===== src/afu_settings.svh =====
`ifndef AFU_SETTINGS_SVH
`define AFU_SETTINGS_SVH

// ------------------------------
// bus widths
// ------------------------------
`define AFU_ADDR_W 58
`define AFU_LINE_W 512
`define AFU_READ_NUM_W 8
// each read is four cache lines
`define AFU_LINES_PER_READ_LOG2 2

// ------------------------------
// handshake line layout
// ------------------------------
`define AFU_FLAG0_BIT 480
`define AFU_FLAG1_BIT 482
`define AFU_SIZE_LSB 448
`define AFU_FENCE_BIT 511
`define AFU_STATUS_CODE 16

// lookup queue entries, power of two
`define AFU_LOOKUP_DEPTH 4

`endif


===== src/afu_pkg.sv =====
`include "afu_settings.svh"

package afu_pkg;

	typedef logic [`AFU_ADDR_W-1:0] addr_t;
	typedef logic [`AFU_LINE_W-1:0] line_t;
	// engine lookup index, 16 entries per line
	typedef logic [31:0] word_t;
	// one bit wider than the read count
	typedef logic [`AFU_READ_NUM_W:0] batch_t;
	typedef logic [`AFU_READ_NUM_W+`AFU_LINES_PER_READ_LOG2:0] line_cnt_t;

	// batch controller states
	typedef enum logic [3:0] {
		st_idle,
		st_poll_req,
		st_poll_wait,
		st_load,
		st_run,
		st_output,
		st_fence_out,
		st_status_out,
		st_fence_final
	} ctrl_state_t;

endpackage


===== src/rsp_pairer.sv =====
module rsp_pairer import afu_pkg::*; (
	input  logic  CLK_200M,
	input  logic  reset_n,
	input  logic  clear,
	input  logic  rx_valid,
	input  line_t rx_data,
	output logic  pair_valid,
	output line_t pair_k,
	output line_t pair_l
);

	// high when the next beat is an l line
	logic  l_beat;
	line_t k_hold;

	always_ff @(posedge CLK_200M) begin
		if (!reset_n) begin
			l_beat <= 1'b0;
			pair_valid <= 1'b0;
		end else begin
			pair_valid <= rx_valid && l_beat;
			if (clear)
				l_beat <= 1'b0;
			else if (rx_valid)
				l_beat <= ~l_beat;
		end
	end

	// k waits here for its partner
	always_ff @(posedge CLK_200M) begin
		if (rx_valid && !l_beat)
			k_hold <= rx_data;
		if (rx_valid && l_beat) begin
			pair_k <= k_hold;
			pair_l <= rx_data;
		end
	end

endmodule


===== config.mk =====
export PLATFORM = sky130hd
export DESIGN_NAME = rsp_pairer
export DESIGN_NICKNAME = d
export VERILOG_FILES = /design/src/afu_pkg.sv /design/src/rsp_pairer.sv
export VERILOG_INCLUDE_DIRS = /design/src
export SDC_FILE = /design/constraint.sdc
export NUM_CORES = 1
export LEC_CHECK = 0
export ABC_AREA = 1
export BUFFER_PORTS_ARGS = -buffer_cell sky130_fd_sc_hd__buf_2
export CAP_MARGIN = 15
export CORE_AREA = 10 10 595 597
export DETAILED_ROUTE_END_ITERATION = 6
export DIE_AREA = 0 0 605 607
export SLEW_MARGIN = 25
export SYNTH_ARGS = -nofsm -noshare
export SYNTH_HDL_FRONTEND = slang
export SYNTH_SLANG_ARGS = --single-unit

===== constraint.sdc =====
create_clock -name CLK_200M -period 49.4 [get_ports CLK_200M]
set_input_delay 9.88 -clock CLK_200M [delete_from_list [all_inputs] [get_ports CLK_200M]]
set_output_delay 9.88 -clock CLK_200M [all_outputs]
set_load 0.05 [all_outputs]

==> flow_summary_export.csv <==
group,metric,value,unit
worst_setup_path,critPathSlowestCell,"buf_4",
cts,root_buffer,"clkbuf_16",
global_route,grt_pass1_wl,306000,um
outcome,status,"completed",
worst_setup_path,worstSetupStartpointType,"input port",
power,seqPwrFrac,52.9,%
logic_synthesis,synthDominantCellAreaShare,99.8,%
power,vdd_drop_max,0.0291,mV
die,die_h,607,um
logic_synthesis,synthMuxAreaShare,0,%
route,final_antenna_net_count,0,
cts,cts_tree,"built",
worst_setup_path,slowest_delay,870,ps
route,drt-vias-per-instance,3.23,
logic_synthesis,synthXorXnorAreaFrac,0,%
cts,cts_made_buffers,165,
worst_setup_path,crit_path_end_kind,"flip-flop",
cts,cts_max_path_buffers,4,
timing,tightestPinTransition,959,ps
power,clock_power_share,42.0,%
layout,post-route-util,19.1,%
timing,fin_crit_sh,27.9,%
route,wl_per_cell,31.6,um
cts,cts_hold_buf,0,
cts,cts_max_level,4,
cts,cts.reportedPaths.clkPinSlew,60,ps
place,portBuffers,1540,
die,io_pins,1541,
worst_setup_path,cp_common_cell,"buf_4",
cts,clk_latency,850,ps
power,p_int,0.00218,W
die,rows,215,
logic_synthesis,ys_top_cells_by_area,"edfxtp_1, dfxtp_1, inv_1",
logic_synthesis,syn_avg_cell_area,29.8,um2
timing,finalCriticalPeriod,13800,ps
power,power_density,43.6,nW/um2
timing,tns,0,ps
worst_setup_path,path_class,"input port to flip-flop",
timing,fin_worst_skew,47.0,ps
timing,grt_setup_unrepaired,"no",
route,vias,26100,
cts,cts_repair_resize_count,0,
timing,max_freq,72.5,MHz
global_route,antenna_found_initial,317,
logic_synthesis,synth_fa_ha_area_share,0,%
global_route,grt_pass1_vias,24400,
logic_synthesis,syn-num-nets,2066,
power,p_leak,23.0,nW
timing,hold_viol_final,0,
power,switchingPower,0.000662,W
place,gp_congestion,0.919,
run,drv_cap,0,
die,die_area,367000,um2
die,core-area,342000,um2
power,swShare,23.3,%
timing,slew_headroom,36.1,%
global_route,grt_max_degree,167,
global_route,grt_overflow_total,0,
layout,synthToLayoutAreaGrowth,41.2,%
global_route,grt.total_usage,13.1,%
route,routed_wl,256000,um
timing,setup_viol,0,
logic_synthesis,syn-instance-count,1550,
logic_synthesis,ys_types,6,
layout,layout.nets,3794,
hold_path,min_path_type,"flip-flop to flip-flop",
timing,final_max_slew_viol_count,0,
worst_setup_path,path_buf_inv,6,
logic_synthesis,synth_top_family_by_area,"simple AND/OR/NAND/NOR gates",
logic_synthesis,syn_area,46200,um2
cts,clock_sinks,1538,
cts,cts_setup_buffers,0,
logic_synthesis,synth_simple_gate_area_share,0.0623,%
die,initial_core_util,13.5,%
logic_synthesis,synth_compound_area_share,0,%
worst_setup_path,worst_ep_arrival_time,14250,ps
route,dr.pass1.iters,5,
worst_setup_path,cp_top_family,"buffers and inverters",
power,p_comb_share,5.1,%
worst_setup_path,critPathRequiredTime,49850,ps
place,place_hpwl,217000,um
die,die_w,605,um
logic_synthesis,ys_ff_latch,1538,
route,drt_iter0_markers,2965,
worst_setup_path,path_max_fanout,118,
logic_synthesis,ys_seq_area_share,99.9,%
logic_synthesis,yosys_warnings,0,
logic_synthesis,yosysTopAreaCell,"edfxtp_1",
route,drc,0,
worst_setup_path,path_cells,"buf_2, nand2_1, inv_8, buf_4, buf_4, buf_4, buf_4",
layout,drive_gt1_share,52.7,%
-- per-stage QoR --
stage	power (W)	setup slack, ps	std cells	hold slack [ps]	instance area [um2]
detailed placement	0.00168	34710	7668	405	59800
global route	0.00294	35270	8032	390	65100
global placement	0.00168	34870	7668	401	59800
finish	0.00284	35600	8091	391	65200
floorplan	0.00164	16600	1550	400	46200
CTS	0.00288	35640	7957	372	64900
-- cell families after synthesis --
logic type / Yosys count
buffers and inverters: 5
and+or+nand+nor: 7
DFF: 1538
-- layout by cell type, fill, tap and decap left out, types with 2 or more instances in the layout --
| cell | netlist | layout |
|---|---|---|
| clkinv_4 | 0 | 6 |
| buf_6 | 0 | 2 |
| clkbuf_16 | 0 | 166 |
| clkinv_1 | 0 | 29 |
| buf_4 | 0 | 17 |
| diode_2 | 0 | 134 |
| clkinvlp_4 | 0 | 5 |
| buf_2 | 0 | 1540 |
| nand2_1 | 4 | 4 |
| dfxtp_1 | 2 | 2 |
| inv_6 | 0 | 11 |
| clkbuf_1 | 0 | 32 |
| clkinv_8 | 0 | 4 |
| bufinv_16 | 0 | 8 |
| inv_1 | 5 | 4 |
| inv_8 | 0 | 6 |
| clkinv_2 | 0 | 21 |
| buf_12 | 0 | 2 |
| edfxtp_1 | 1536 | 1536 |
-- path summary, 6_finish.rpt --
path | startpoint | to | slack [ps] | depth (start not counted)
max | rx_valid | pair_k[65]$_DFFE_PP_ | 35600 | 7
min | k_hold[427]$_DFFE_PP_ | pair_k[427]$_DFFE_PP_ | 390 | 0
max reg2reg | l_beat$_SDFFE_PP0P_ | pair_k[65]$_DFFE_PP_ | 44340 | 6
min reg2reg | k_hold[427]$_DFFE_PP_ | pair_k[427]$_DFFE_PP_ | 390 | 0
-- cells in the mapped netlist, drive strengths merged --
master,instances
dfxtp,2
edfxtp,1536
inv,5
nand2,4
nor2,3
-- power groups by stage --
stage,logic [W],registers (W),clock network (W)
after global routing,0.000151,0.00151,0.00128
after floorplan,0.0000146,0.00163,0
after detailed placement,0.000147,0.00153,0
after global placement,0.000145,0.00153,0
after CTS,0.000147,0.00151,0.00123
final,0.000144,0.00151,0.00119
-- worst reg2reg max path, delay by kind of cell, from the launching register on --
family | cells | cell delay (ps)
buffers and inverters | 5 | 4020
DFF | 1 | 390
and+or+nand+nor | 1 | 210
-- final cells by class --
cell class | instances | area [um2]
antenna | 134 | 335
clock buffer | 198 | 4270
clock inverter | 91 | 812
fill | 36300 | 277000
inverter | 5 | 26.3
multi-input combinational | 7 | 36.3
sequential | 1538 | 46200
tap | 4557 | 5700
timing repair buffer | 1561 | 7900
-- registers in the layout, indices dropped and copies added (netlist names) --
name        flops
k_hold        512
pair_k        512
pair_l        512
l_beat          1
pair_valid      1
-- metal layers --
metal | GRT usage (%) | part of all wire (%) | up-vias
li1 | - | - | 10000
met1 | 13.9 | 34 | 13000
met2 | 21.8 | 48 | 2172
met5 | 0 | 0.39 | -
met3 | 7.89 | 15 | 794
met4 | 3.73 | 3.8 | 150
Note: power is estimated with default switching activity, not from simulation.
