[config.mk]
export PLATFORM = sky130hd
export DESIGN_NAME = lookup_req_flat
export DESIGN_NICKNAME = d
export VERILOG_FILES = /design/src/afu_pkg.sv /design/src/afu_rd_if.sv /design/src/lookup_req.sv /design/src/flat_wrapper.sv
export VERILOG_INCLUDE_DIRS = /design/src
export SDC_FILE = /design/constraint.sdc
export NUM_CORES = 1
export LEC_CHECK = 0
export ABC_CLOCK_PERIOD_IN_PS = 6200
export BUFFER_PORTS_ARGS = -buffer_cell sky130_fd_sc_hd__buf_4
export CORE_ASPECT_RATIO = 0.7
export CORE_MARGIN = 2
export CORE_UTILIZATION = 60
export CTS_CLUSTER_SIZE = 8
export DETAILED_ROUTE_END_ITERATION = 7
export GPL_ROUTABILITY_DRIVEN = 0
export GPL_TIMING_DRIVEN = 0
export PLACE_DENSITY_LB_ADDON = 0.25
export SLEW_MARGIN = 20
export SYNTH_ARGS = -nofsm -noshare
export SYNTH_HDL_FRONTEND = slang
export SYNTH_SLANG_ARGS = --single-unit
export TNS_END_PERCENT = 10
[constraint.sdc]
create_clock -name CLK_200M -period 6.2 [get_ports CLK_200M]
set_clock_uncertainty 0.1 [all_clocks]
set_input_delay 0.62 -clock CLK_200M [delete_from_list [all_inputs] [get_ports CLK_200M]]
set_output_delay 0.62 -clock CLK_200M [all_outputs]
set_load 0.005 [all_outputs]
[src/afu_settings.svh]
`ifndef AFU_SETTINGS_SVH
`define AFU_SETTINGS_SVH

// ------------------------------
// bus widths
// ------------------------------
`define AFU_ADDR_W 58
`define AFU_LINE_W 512
`define AFU_READ_NUM_W 8
// each read is four cache lines
`define AFU_LINES_PER_READ_LOG2 2

// ------------------------------
// handshake line layout
// ------------------------------
`define AFU_FLAG0_BIT 480
`define AFU_FLAG1_BIT 482
`define AFU_SIZE_LSB 448
`define AFU_FENCE_BIT 511
`define AFU_STATUS_CODE 16

// lookup queue entries, power of two
`define AFU_LOOKUP_DEPTH 4

`endif

[src/afu_pkg.sv]
`include "afu_settings.svh"

package afu_pkg;

	typedef logic [`AFU_ADDR_W-1:0] addr_t;
	typedef logic [`AFU_LINE_W-1:0] line_t;
	// engine lookup index, 16 entries per line
	typedef logic [31:0] word_t;
	// one bit wider than the read count
	typedef logic [`AFU_READ_NUM_W:0] batch_t;
	typedef logic [`AFU_READ_NUM_W+`AFU_LINES_PER_READ_LOG2:0] line_cnt_t;

	// batch controller states
	typedef enum logic [3:0] {
		st_idle,
		st_poll_req,
		st_poll_wait,
		st_load,
		st_run,
		st_output,
		st_fence_out,
		st_status_out,
		st_fence_final
	} ctrl_state_t;

endpackage

[src/afu_rd_if.sv]
// one paired read request, k line and l line
interface afu_rd_if import afu_pkg::*; ();

	logic  req;
	addr_t addr_k;
	addr_t addr_l;
	logic  grant;

	modport requester (
		output req,
		output addr_k,
		output addr_l,
		input  grant
	);

	modport arbiter (
		input  req,
		input  addr_k,
		input  addr_l,
		output grant
	);

endinterface

[src/lookup_req.sv]
`include "afu_settings.svh"

module lookup_req import afu_pkg::*; (
	input  logic  CLK_200M,
	input  logic  reset_n,
	input  logic  stall_q,
	input  logic  run_active,
	input  addr_t bwt_base,
	input  logic  eng_lookup_valid,
	input  word_t eng_addr_k,
	input  word_t eng_addr_l,
	afu_rd_if.requester rd,
	output logic  eng_lookup_stall
);

	localparam int PTR_W = $clog2(`AFU_LOOKUP_DEPTH);

	addr_t q_k [`AFU_LOOKUP_DEPTH];
	addr_t q_l [`AFU_LOOKUP_DEPTH];
	logic [PTR_W-1:0] wr_ptr;
	logic [PTR_W-1:0] rd_ptr;
	logic [PTR_W:0]   count;
	logic push;
	logic pop;
	logic full;

	assign push = run_active && eng_lookup_valid;
	assign pop = rd.grant;
	assign full = (count == (PTR_W+1)'(`AFU_LOOKUP_DEPTH));

	// stop the engine with one entry to spare
	assign eng_lookup_stall = stall_q || (count >= (PTR_W+1)'(`AFU_LOOKUP_DEPTH - 1));

	// oldest entry goes to the arbiter
	assign rd.req = (count != '0);
	assign rd.addr_k = q_k[rd_ptr];
	assign rd.addr_l = q_l[rd_ptr];

	always_ff @(posedge CLK_200M) begin
		if (!reset_n) begin
			wr_ptr <= '0;
			rd_ptr <= '0;
			count <= '0;
		end else begin
			if (push)
				wr_ptr <= wr_ptr + 1'b1;
			if (pop)
				rd_ptr <= rd_ptr + 1'b1;
			case ({push, pop})
				2'b10: count <= count + 1'b1;
				2'b01: count <= count - 1'b1;
				default: count <= count;
			endcase
		end
	end

	// 16 index entries per cache line
	always_ff @(posedge CLK_200M) begin
		if (push) begin
			q_k[wr_ptr] <= bwt_base + addr_t'(eng_addr_k >> 4);
			q_l[wr_ptr] <= bwt_base + addr_t'(eng_addr_l >> 4);
		end
	end

	// engine must honour eng_lookup_stall
	assert property (@(posedge CLK_200M) disable iff (!reset_n)
		push |-> (!full || pop));

endmodule

[src/flat_wrapper.sv]
// flat-port wrapper written by rule: the top's interface ports become plain ports
module lookup_req_flat import afu_pkg::*;
  (CLK_200M, reset_n, stall_q, run_active, bwt_base, eng_lookup_valid, eng_addr_k, eng_addr_l, eng_lookup_stall, rd_req, rd_addr_k, rd_addr_l, rd_grant);
  afu_rd_if rd_i ();
  input  logic CLK_200M;
  input  logic reset_n;
  input  logic stall_q;
  input  logic run_active;
  input  addr_t bwt_base;
  input  logic eng_lookup_valid;
  input  word_t eng_addr_k;
  input  word_t eng_addr_l;
  output logic eng_lookup_stall;
  output wire logic [$bits(rd_i.req)-1:0] rd_req;
  output wire logic [$bits(rd_i.addr_k)-1:0] rd_addr_k;
  output wire logic [$bits(rd_i.addr_l)-1:0] rd_addr_l;
  input wire logic [$bits(rd_i.grant)-1:0] rd_grant;
  assign rd_req = rd_i.req;
  assign rd_addr_k = rd_i.addr_k;
  assign rd_addr_l = rd_i.addr_l;
  assign rd_i.grant = rd_grant;
  lookup_req u_core (.CLK_200M(CLK_200M), .reset_n(reset_n), .stall_q(stall_q), .run_active(run_active), .bwt_base(bwt_base), .eng_lookup_valid(eng_lookup_valid), .eng_addr_k(eng_addr_k), .eng_addr_l(eng_addr_l), .rd(rd_i), .eng_lookup_stall(eng_lookup_stall));
endmodule
==> summary.md, run 1 <==
| Metric | Value |
|---|---|
| Synthesized area per cell | 16.0 µm² |
| Boundary Pins | 246 |
| Die area | 38100 µm² |
| Fin Setup TNS | 0 ps |
| Worst r2r path cells | 5 |
| Crit path capture type | output port |
| Vias in the first global route | 13824 |
| Clk_lat worst skew | 570 ps |
| Nets | 1874 |
| Synth cell count leaders | 464 x edfxtp_1, 116 x mux4_2, 75 x nand2_1 |
| CTS sink cnt | 473 |
| Status | finished, final reports clean |
| Antenna violations before repair | 6 |
| DR WL/cell | 25.7 µm |
| Layout area overhead | 20.4% |
| Cells after Synth | 1373 |
| Yosys top cell area share | 63.6% |
| Post-route ant nets | 0 |
| PostCTS Resize Cnt | 0 |
| Core box area | 35900 µm² |
| Drt total wl | 56.2 mm |
| Synth area leaders | edfxtp_1 64%, mux4_2 12%, ha_1 3.5% |
| Largest area contributor in the netlist | edfxtp_1 |
| CTS tree | done |
| Residual DRC | 0 |
| Final hold violation count | 0 |
| Net count after synthesis | 1565 |
| Die X | 232 µm |
| Most frequent cell after synthesis | edfxtp_1 |
| Layout cells sized above 1 | 27.8% |
| M3 GR Usage | 6.11% |
| Ys Warns | 0 |
| Die H | 164 µm |
| CTS root buf | clkbuf_16 |
| Final period util | 70.7% |
| First-pass GRT wire length | 84.1 mm |
| Asr flop ratio synth | 0% |
| Max VDD drop | 276 µV |
| Dpl hpwl | 39.2 mm |
| Clock transition at path regs | 50 ps |
| Congestion Overflow GR | 0 |
| CTS Buf Count | 69 |
| Worst EP required | 5480 ps |
| CP arrival | 3670 ps |
| Least-Margin Pin Slew | 1070 ps |
| Drt via density | 6.48 |
| Reg2Reg Setup Slack | 3840 ps |
| Final total power | 0.00827 W |
| DRT Pass-1 Iters | 6 |
| Starting density of the core | 61.0% |
| DRT iter0 DRCs | 1615 |
| Met1 usage | 46.4% |
| H-tree lvl count | 3 |
| CTS Hold Buffers Added | 0 |
| Placed Cells | 2091 |
| Slew Limit Fails | 0 |
| Yosys reg bits | 473 |
| Leak Pwr | 9.26 nW |
| Count of cell types in the netlist | 73 |
| CP cell instances | clkbuf_1 -> buf_1 -> buf_2 -> mux4_2 -> buf_4 |
| Minimum clock period | 4390 ps |
| # rows | 58 |
| RSZ-0062 raised after global routing | no |
| Max-Cap Viols | 0 |
| Largest net degree at the start of global routing | 47 |
| Gr busiest metal | met1 |
| Worst setup path class | flop to output port |
| Setup-failing EPs final | 0 |
| Critical path peak fanout | 10 |
| Slowest cell delay on critical path | 840 ps |
| Hold Crit Depth | 2 |
| Peak Freq | 0.228 GHz |
| Slowest cell on crit path | buf_1 |
| Main flop type after synthesis | edfxtp_1 |
| Layout Cells excl Fill | 2182 |
| CTS max path bufs | 3 |
| Pwr dens | 314 nW/µm² |
| Sequential fraction of the synthesis area | 64.4% |
| Hold crit path type | input pin to flop |
| CP Launch Type | flop |
| Post-CTS repair timing setup buffer count | 0 |
| Netlist Area Pre-Place | 21900 µm² |
| Vias | 14147 |
| Total GRT Usage | 30.2% |
| Number of port buffers | 229 |
| Post-synth EDFFs | 464 |
| Max-Slew Margin vs Limit | 27.5% |
| Grt met2 use | 44.1% |
[kinds of logic after synthesis]
kind of cell             after synthesis  synth area share [%]
flip-flops                           473                  64.4
AND/OR/NAND/NOR                      293                  6.91
AO/OA/AOI/OAI                        237                  7.44
multiplexers                         117                  12.0
XOR/XNOR                              95                  3.80
buffers and inverters                 94                  1.71
adder cells (fa/ha/maj)               64                  3.76
[where the power goes]
part           leakage (nW)  total (W)  internal, W  switching, W
logic                  4.05    0.00122     0.000528      0.000691
clock network         0.922    0.00332      0.00202       0.00130
registers              4.28    0.00373      0.00370     0.0000246
[routing by layer]
layer  wire, µm  vias to the layer above
met5          0                        -
met2      25400                      765
met1      24500                     7159
met3       4960                      104
li1           -                     6119
met4       1300                        0
[worst paths after layout]
path | from | endpoint
min reg2reg | u_core.wr_ptr[1] | u_core.wr_ptr[1]
max reg2reg | u_core.wr_ptr[0] | u_core.q_l[0][43]
min | reset_n | u_core.wr_ptr[0]
max | flop | rd_addr_k[25]
[through the flow]
stage	util, %	hold slack, ps	worst slack [ps]	area, µm²
finish	73.4	217	1810	26400
detailed placement	68.1	434	1960	24500
global placement	67.5	392	102	24200
CTS	73.4	188	1730	26400
global route	73.4	209	1600	26400
floorplan	-	373	2260	21900
[cells in the final DEF, fill, tap and decap left out, drive strengths merged, types with 5 or more instances in the layout]
cell type / count
inv: 40
nand3: 34
nor3: 26
nand2b: 7
nor2b: 6
or3: 6
o21a: 5
clkinv: 5
xor2: 36
and3: 15
nor3b: 5
o21ai: 43
o21bai: 11
xnor2: 59
and2: 16
clkbuf: 112
edfxtp: 464
a21o: 28
a31oi: 11
a211oi: 6
and4: 6
a21boi: 8
buf: 261
nand2: 75
nor2: 49
nor4: 15
a21oi: 62
o211ai: 14
mux4: 116
ha: 61
diode: 5
a211o: 10
dfxtp: 9
nand4: 21
[worst max-delay path, delay by kind of cell, from the launching register on]
kind	cells	cell delay, ps
buf+inv	4	2150
flops	1	310
mux	1	630
[area by class of cell]
type / count / area (µm²)
buffer: 57 / 236
clock buffer: 78 / 1780
sequential: 473 / 14100
multi-input combinational: 806 / 7440
inverter: 37 / 139
tap: 480 / 601
antenna: 5 / 12.5
timing repair buffer: 238 / 1940
fill: 2184 / 9550
clock inverter: 8 / 109
[sequential cells by signal, summed over array words and instances, names as in the netlist, named ones only]
| signal | count |
|---|---|
| u_core.q_l | 232 |
| u_core.q_k | 232 |
| u_core.count | 3 |
| u_core.rd_ptr | 2 |
| u_core.wr_ptr | 2 |
Power figures use the tool's default switching activity.
==> inputs of run 2 (changes only) <==
--- a/config.mk
+++ b/config.mk
@@ -6,7 +6,8 @@
 export SDC_FILE = /design/constraint.sdc
 export NUM_CORES = 1
 export LEC_CHECK = 0
-export ABC_CLOCK_PERIOD_IN_PS = 6200
+export ABC_AREA = 1
+export ABC_CLOCK_PERIOD_IN_PS = 4550
 export BUFFER_PORTS_ARGS = -buffer_cell sky130_fd_sc_hd__buf_4
 export CORE_ASPECT_RATIO = 0.7
 export CORE_MARGIN = 2
==> constraint.sdc (replaced) <==
create_clock -name CLK_200M -period 4.55 [get_ports CLK_200M]
set_clock_uncertainty 0.1 [all_clocks]
set_input_delay 0.455 -clock CLK_200M [delete_from_list [all_inputs] [get_ports CLK_200M]]
set_output_delay 0.455 -clock CLK_200M [all_outputs]
set_load 0.005 [all_outputs]
==> summary.md, run 2 <==
| Metric | Value |
|---|---|
| PostCTS Resize Cnt | 0 (unchanged) |
| Layout area overhead | 20.1% (was 20.4%) |
| Synth area leaders | edfxtp_1 57%, nand2_1 11%, nor2_1 5.9% (was edfxtp_1 64%, mux4_2 12%, ha_1 3.5%) |
| Clock share of power | 40.2% (about the same) |
| M3 GR Usage | 9.72% (was 6.11%) |
| Least-Margin Pin Slew | 1100 ps (was 1070 ps) |
| DRT Pass-1 Iters | 8 (was 6) |
| Crit path top cell by count | clkbuf_1 |
| Pwr dens | 397 nW/µm² (was 314 nW/µm²) |
| Int Power | 0.00846 W (was 0.00625 W) |
| Sequential fraction of the synthesis area | 58.2% (was 64.4%) |
| Grt met2 use | 57.3% (was 44.1%) |
| CP Launch Type | flop (unchanged) |
| Post-CTS repair timing setup buffer count | 0 (unchanged) |
| Drt total wl | 78.0 mm (was 56.2 mm) |
| Post-route ant nets | 0 (unchanged) |
| DP Worst Slack | 898 ps (was 1960 ps) |
| Max VDD drop | 330 µV (was 276 µV) |
| Largest area contributor in the netlist | edfxtp_1 (unchanged) |
| DRT iter0 DRCs | 2994 (was 1615) |
| CTS sink cnt | 473 (unchanged) |
| Peak Freq | 0.218 GHz |
| Slowest cell delay on critical path | 880 ps (was 840 ps) |
| Yosys top cell area share | 57.5% (was 63.6%) |
| Yosys reg bits | 473 (unchanged) |
| RSZ-0062 raised after global routing | no (unchanged) |
| Drt via density | 6.00 (was 6.48) |
| CP arrival | 4040 ps (was 3670 ps) |
| Ys Warns | 0 (unchanged) |
| Met1 usage | 48.2% (was 46.4%) |
| Flop pwr share | 43.9% (was 45.1%) |
| # rows | 61 (was 58) |
| Number of port buffers | 236 (was 229) |
| CTS Buf Count | 69 (unchanged) |
| Fin Setup TNS | -86.0 ps (was 0 ps) |
| Boundary Pins | 246 (unchanged) |
| Status | finished with violations (was finished, final reports clean) |
| Leading registers by flop count | u_core.q_k x232, u_core.q_l x232, u_core.count x3 (unchanged) |
| Min Hold Slack | 43.3 ps (was 217 ps) |
| P_sw | 0.00310 W (was 0.00202 W) |
| Most frequent cell after synthesis | nand2_1 (was edfxtp_1) |
| Synthesized area per cell | 9.08 µm² (was 16.0 µm²) |
| Die H | 172 µm (was 164 µm) |
| Slowest cell on crit path | clkbuf_1 (was buf_1) |
| Leak Pwr | 12.4 nW (was 9.26 nW) |
| Failing checks | design-rule violations, negative setup slack |
| Largest net degree at the start of global routing | 25 (was 47) |
| Commonest cells after routing, fill and taps aside | 692 x nand2_1, 464 x edfxtp_1, 378 x nor2_1 (was 464 x edfxtp_1, 229 x buf_4, 116 x mux4_2) |
| Final hold violation count | 0 (unchanged) |
| Main flop type after synthesis | edfxtp_1 (unchanged) |
| Count of cell types in the netlist | 33 (was 73) |
| Max-Cap Viols | 0 (unchanged) |
| Final period util | 101% |
| Netlist Area Pre-Place | 24200 µm² (was 21900 µm²) |
| Nets | 3189 (was 1874) |
| Minimum clock period | 4590 ps |
| CTS tree | done (unchanged) |
| Die X | 244 µm (was 232 µm) |
| First-pass GRT wire length | 116 mm (was 84.1 mm) |
| Die area | 42100 µm² (was 38100 µm²) |
| Gr busiest metal | met2 (was met1) |
| Congestion Overflow GR | 0 (unchanged) |
| CP cell instances | clkbuf_1 -> inv_1 -> clkbuf_1 -> clkbuf_1 -> o21ai_0 -> o22ai_1 -> buf_4 (was clkbuf_1 -> buf_1 -> buf_2 -> mux4_2 -> buf_4) |
| Layout cells sized above 1 | 12.5% (was 27.8%) |
| Most common cell after layout, fill and taps aside | nand2_1 (was edfxtp_1) |
| CTS root buf | clkbuf_16 (unchanged) |
| Vias | 21283 (was 14147) |
| Vias in the first global route | 20311 (was 13824) |
| Antenna violations before repair | 4 (was 6) |
| Residual DRC | 1 (was 0) |
| Setup-failing EPs final | 3 (was 0) |
| Clock transition at path regs | 50 ps (about the same) |
| Combinational Power Share | 15.9% (was 14.8%) |
| Switching Share | 26.8% (was 24.4%) |
| DR WL/cell | 22.0 µm (was 25.7 µm) |
| Total GRT Usage | 37.4% (was 30.2%) |
| Asr flop ratio synth | 0% (unchanged) |
| Synth cell count leaders | 692 x nand2_1, 464 x edfxtp_1, 382 x nor2_1 (was 464 x edfxtp_1, 116 x mux4_2, 75 x nand2_1) |
| CTS Hold Buffers Added | 0 (unchanged) |
| Final worst slack | -44.1 ps (was 1810 ps) |
| H-tree lvl count | 3 (unchanged) |
| Dpl hpwl | 57.4 mm (was 39.2 mm) |
| Worst setup path class | flop to output port (unchanged) |
| Utilization after layout | 73.2% (was 73.4%) |
| Starting density of the core | 61.0% (about the same) |
| Hold crit path type | input pin to flop (unchanged) |
| Clk_lat worst skew | 600 ps (was 570 ps) |
| CTS max path bufs | 3 (unchanged) |
| Worst EP required | 3990 ps (was 5480 ps) |
| Ant. Diodes | 0 (was 5) |
| Crit path capture type | output port (unchanged) |
| Cells after Synth | 2669 (was 1373) |
| Net count after synthesis | 2861 (was 1565) |
| Slew Limit Fails | 0 (unchanged) |
| Max-Slew Margin vs Limit | 26.7% (was 27.5%) |
| Core box area | 39800 µm² (was 35900 µm²) |
| Post-synth EDFFs | 464 (unchanged) |
| Critical path peak fanout | 10 (unchanged) |
[run 2: worst paths after layout]
| check | start | to | slack (ps) | cells past startpoint |
|---|---|---|---|---|
| max reg2reg | u_core.wr_ptr[0] | u_core.q_k[0][36] | 2210 | 7 |
| min | reset_n | u_core.wr_ptr[1] | 40 | 3 |
| max | flop | rd_addr_k[21] | -40 | 7 |
| min reg2reg | u_core.rd_ptr[1] | flop | 340 | 1 |
[run 2: metal layers]
metal / part of all wire, % / vias up / wire, µm
li1: - / 9622 / -
met4: 6.6 / 0 / 5130
met1: 36 / 9879 / 28200
met2: 44 / 1492 / 34200
met5: 0 / - / 0
met3: 13 / 290 / 10400
[run 2: final cells by class]
cell class	instances	area, µm²
Tap cell	535	669
Clock inverter	8	128
Timing Repair Buffer	257	2270
Multi-Input combinational cell	1794	8630
Sequential cell	473	14100
Clock buffer	79	1790
Buffer	77	314
Inverter	325	1220
Fill cell	2758	10600
[run 2: power by group through the flow]
| stage | sequential (W) | clock (W) | combinational (W) |
|---|---|---|---|
| after floorplan | 0.00516 | 0 | 0.000918 |
| after global placement | 0.00518 | 0 | 0.00167 |
| after detailed placement | 0.00515 | 0 | 0.00176 |
| after CTS | 0.00508 | 0.00464 | 0.00178 |
| after global routing | 0.00508 | 0.00482 | 0.00197 |
| final | 0.00508 | 0.00465 | 0.00183 |
[run 2: logic make-up (layout without fill, tap and decap cells)]
group                      after synthesis  after routing  synth area share (%)
DFF                                    473            473                  58.2
buffers and inverters                  402            746                  6.33
xor gates and xnor gates                49             49                  1.77
adders and majority gates               64             64                  3.40
and+or+nand+nor                       1252           1252                  20.8
AOI/OAI and AO/OA                      429            429                  9.54
[run 2: per-stage QoR]
| step | total power [W] | area (µm²) | instances |
|---|---|---|---|
| floorplan | 0.00608 | 24200 | 2669 |
| global placement | 0.00685 | 26700 | 3440 |
| detailed placement | 0.00691 | 27200 | 3461 |
| CTS | 0.0115 | 29100 | 3548 |
| global route | 0.0119 | 29100 | 3548 |
| finish | 0.0116 | 29100 | 3548 |
[run 2: worst max-delay path, delay by kind of cell, from the launching register on]
kind	cells	cell delay [ps]
DFF	1	290
buffers and inverters	5	2640
AOI/OAI and AO/OA	2	510
==> inputs of run 3 (changes only) <==
--- a/config.mk
+++ b/config.mk
@@ -11,12 +11,13 @@
 export BUFFER_PORTS_ARGS = -buffer_cell sky130_fd_sc_hd__buf_4
 export CORE_ASPECT_RATIO = 0.7
 export CORE_MARGIN = 2
-export CORE_UTILIZATION = 60
+export CORE_UTILIZATION = 35
 export CTS_CLUSTER_SIZE = 8
 export DETAILED_ROUTE_END_ITERATION = 7
 export GPL_ROUTABILITY_DRIVEN = 0
 export GPL_TIMING_DRIVEN = 0
 export PLACE_DENSITY_LB_ADDON = 0.25
+export SKIP_LAST_GASP = 1
 export SLEW_MARGIN = 20
 export SYNTH_ARGS = -nofsm -noshare
 export SYNTH_HDL_FRONTEND = slang
==> summary.md, run 3 (synthesized netlist as in run 2, its figures left out) <==
| Metric | Value |
|---|---|
| Status | finished, final reports clean (was finished with violations) |
| Max-Cap Viols | 0 (unchanged) |
| Starting density of the core | 35.5% (was 61.0%) |
| M1 WL | 38.3 mm (was 28.2 mm) |
| Placed Cells | 3830 (was 3461) |
| Vias | 20189 (was 21283) |
| Max-Slew Margin vs Limit | 31.4% (was 26.7%) |
| Most common cell after layout, fill and taps aside | nand2_1 (unchanged) |
| Leading registers by flop count | u_core.q_k x232, u_core.q_l x232, u_core.count x3 (unchanged) |
| # rows | 80 (was 61) |
| Leak Pwr | 12.4 nW (about the same) |
| Ant. Diodes | 0 (unchanged) |
| Layout area overhead | 22.2% (was 20.1%) |
| Setup-failing EPs final | 0 (was 3) |
| Core box area | 68400 µm² (was 39800 µm²) |
| DRT iter0 DRCs | 2515 (was 2994) |
| Residual DRC | 0 (was 1) |
| Drt via density | 5.15 (was 6.00) |
| Int Power | 0.00841 W (was 0.00846 W) |
| Antenna violations before repair | 7 (was 4) |
| Post-CTS repair timing setup buffer count | 0 (unchanged) |
| Minimum clock period | 4200 ps (was 4590 ps) |
| Layout cells sized above 1 | 12.6% (was 12.5%) |
| Die H | 224 µm (was 172 µm) |
| Switching Share | 27.2% (was 26.8%) |
| Max Used Layer | met5 (was met4) |
| Largest net degree at the start of global routing | 24 (was 25) |
| Die X | 319 µm (was 244 µm) |
| Hold crit path type | input pin to flop (unchanged) |
| DRT Pass-1 Iters | 6 (was 8) |
| Vias in the first global route | 18858 (was 20311) |
| Clock transition at path regs | 50 ps (about the same) |
| Critical path peak fanout | 10 (unchanged) |
| First-pass GRT wire length | 122 mm (was 116 mm) |
| Least-Margin Pin Slew | 1030 ps (was 1100 ps) |
| Wire length on met3 | 8.48 mm (was 10.4 mm) |
| CP arrival | 3650 ps (was 4040 ps) |
| P_sw | 0.00315 W (was 0.00310 W) |
| CTS tree | done (unchanged) |
| Flop pwr share | 43.9% (about the same) |
| Boundary Pins | 246 (unchanged) |
| Post-route ant nets | 0 (unchanged) |
| Total GRT Usage | 23.4% (was 37.4%) |
| CTS root buf | clkbuf_16 (unchanged) |
| Crit path capture type | output port (unchanged) |
| CTS sink cnt | 473 (unchanged) |
| Min Hold Slack | 63.7 ps (was 43.3 ps) |
| Worst EP required | 3990 ps (about the same) |
| RSZ-0062 raised after global routing | no (unchanged) |
| H-tree lvl count | 3 (unchanged) |
| Layout Cells excl Fill | 3918 (was 3548) |
| Die area | 71400 µm² (was 42100 µm²) |
| Clk_lat worst skew | 610 ps (was 600 ps) |
| Commonest cells after routing, fill and taps aside | 692 x nand2_1, 464 x edfxtp_1, 378 x nor2_1 (unchanged) |
| Congestion Overflow GR | 0 (unchanged) |
| Utilization after layout | 43.3% (was 73.2%) |
| Clock share of power | 40.0% (was 40.2%) |
| Dpl hpwl | 65.1 mm (was 57.4 mm) |
| Final total power | 0.0116 W (about the same) |
| Final period util | 92.3% (was 101%) |
| CTS Buf Count | 69 (unchanged) |
| Pwr dens | 390 nW/µm² (was 397 nW/µm²) |
| DR WL/cell | 21.5 µm (was 22.0 µm) |
| PostCTS Resize Cnt | 0 (unchanged) |
| Final hold violation count | 0 (unchanged) |
| Max VDD drop | 224 µV (was 330 µV) |
| Nets | 3191 (was 3189) |
| Slew Limit Fails | 0 (unchanged) |
| Peak Freq | 0.238 GHz (was 0.218 GHz) |
| Worst setup path class | flop to output port (unchanged) |
| CTS max path bufs | 3 (unchanged) |
| Drt total wl | 84.1 mm (was 78.0 mm) |
| Combinational Power Share | 16.2% (was 15.9%) |
| Met2 wire len | 35.4 mm (was 34.2 mm) |
| Number of port buffers | 236 (unchanged) |
| CP Launch Type | flop (unchanged) |
-- run 3: power by group through the flow --
stage,logic [W],clock network (W),registers [W]
5_1_grt,0.00203,0.00487,0.00507
3_5_place_dp,0.00185,0,0.00515
2_1_floorplan,0.000918,0,0.00516
6_report,0.00187,0.00462,0.00507
3_3_place_gp,0.00180,0,0.00518
4_1_cts,0.00185,0.00468,0.00507
-- run 3: through the flow --
step | TNS [ps] | setup WS (ps) | area (µm²)
finish | 0 | 350 | 29600
global route | 0 | 52.2 | 29600
CTS | 0 | 275 | 29600
detailed placement | 0 | 633 | 27700
global placement | -2619230 | -5910 | 27100
floorplan | -739490 | -1590 | 24200
-- run 3: final timing paths --
check | from | to | depth (start not counted) | slack [ps]
hold reg to reg | u_core.rd_ptr[1] | u_core.rd_ptr[1] | 1 | 350
hold / removal | rd_grant | u_core.rd_ptr[0] | 3 | 60
setup / recovery | flop | rd_addr_k[21] | 6 | 350
setup reg to reg | u_core.wr_ptr[0] | u_core.q_k[0][44] | 7 | 2200
-- run 3: area by class of cell --
cell class              count  area, µm²
plain buffers              76        310
clock buffers              80       1790
clock inverters             8        101
fillers                  6637      38700
inverters                 325       1220
multi-input cells        1794       8630
flip-flops and latches    473      14100
well taps                 902       1130
repair buffers            260       2330
-- run 3: per-layer routing --
metal  up-vias  GRT usage [%]
met5         -              0
li1       9610              -
met3       121           5.74
met4         8           6.50
met1      9549           34.1
met2       901           34.4
-- run 3: worst max-delay path: stages (launching register included) --
cell and delay (ps):
dfxtp_1 310, clkbuf_1 750, clkbuf_1 840, clkbuf_1 420
o21ai_0 170, o22ai_1 340, buf_4 180
-- run 3: timing repair --
item,4_1_cts,5_1_grt
hold buffers,1,0
endpoints found under the hold margin,1,0
setup endpoints to repair,4,0
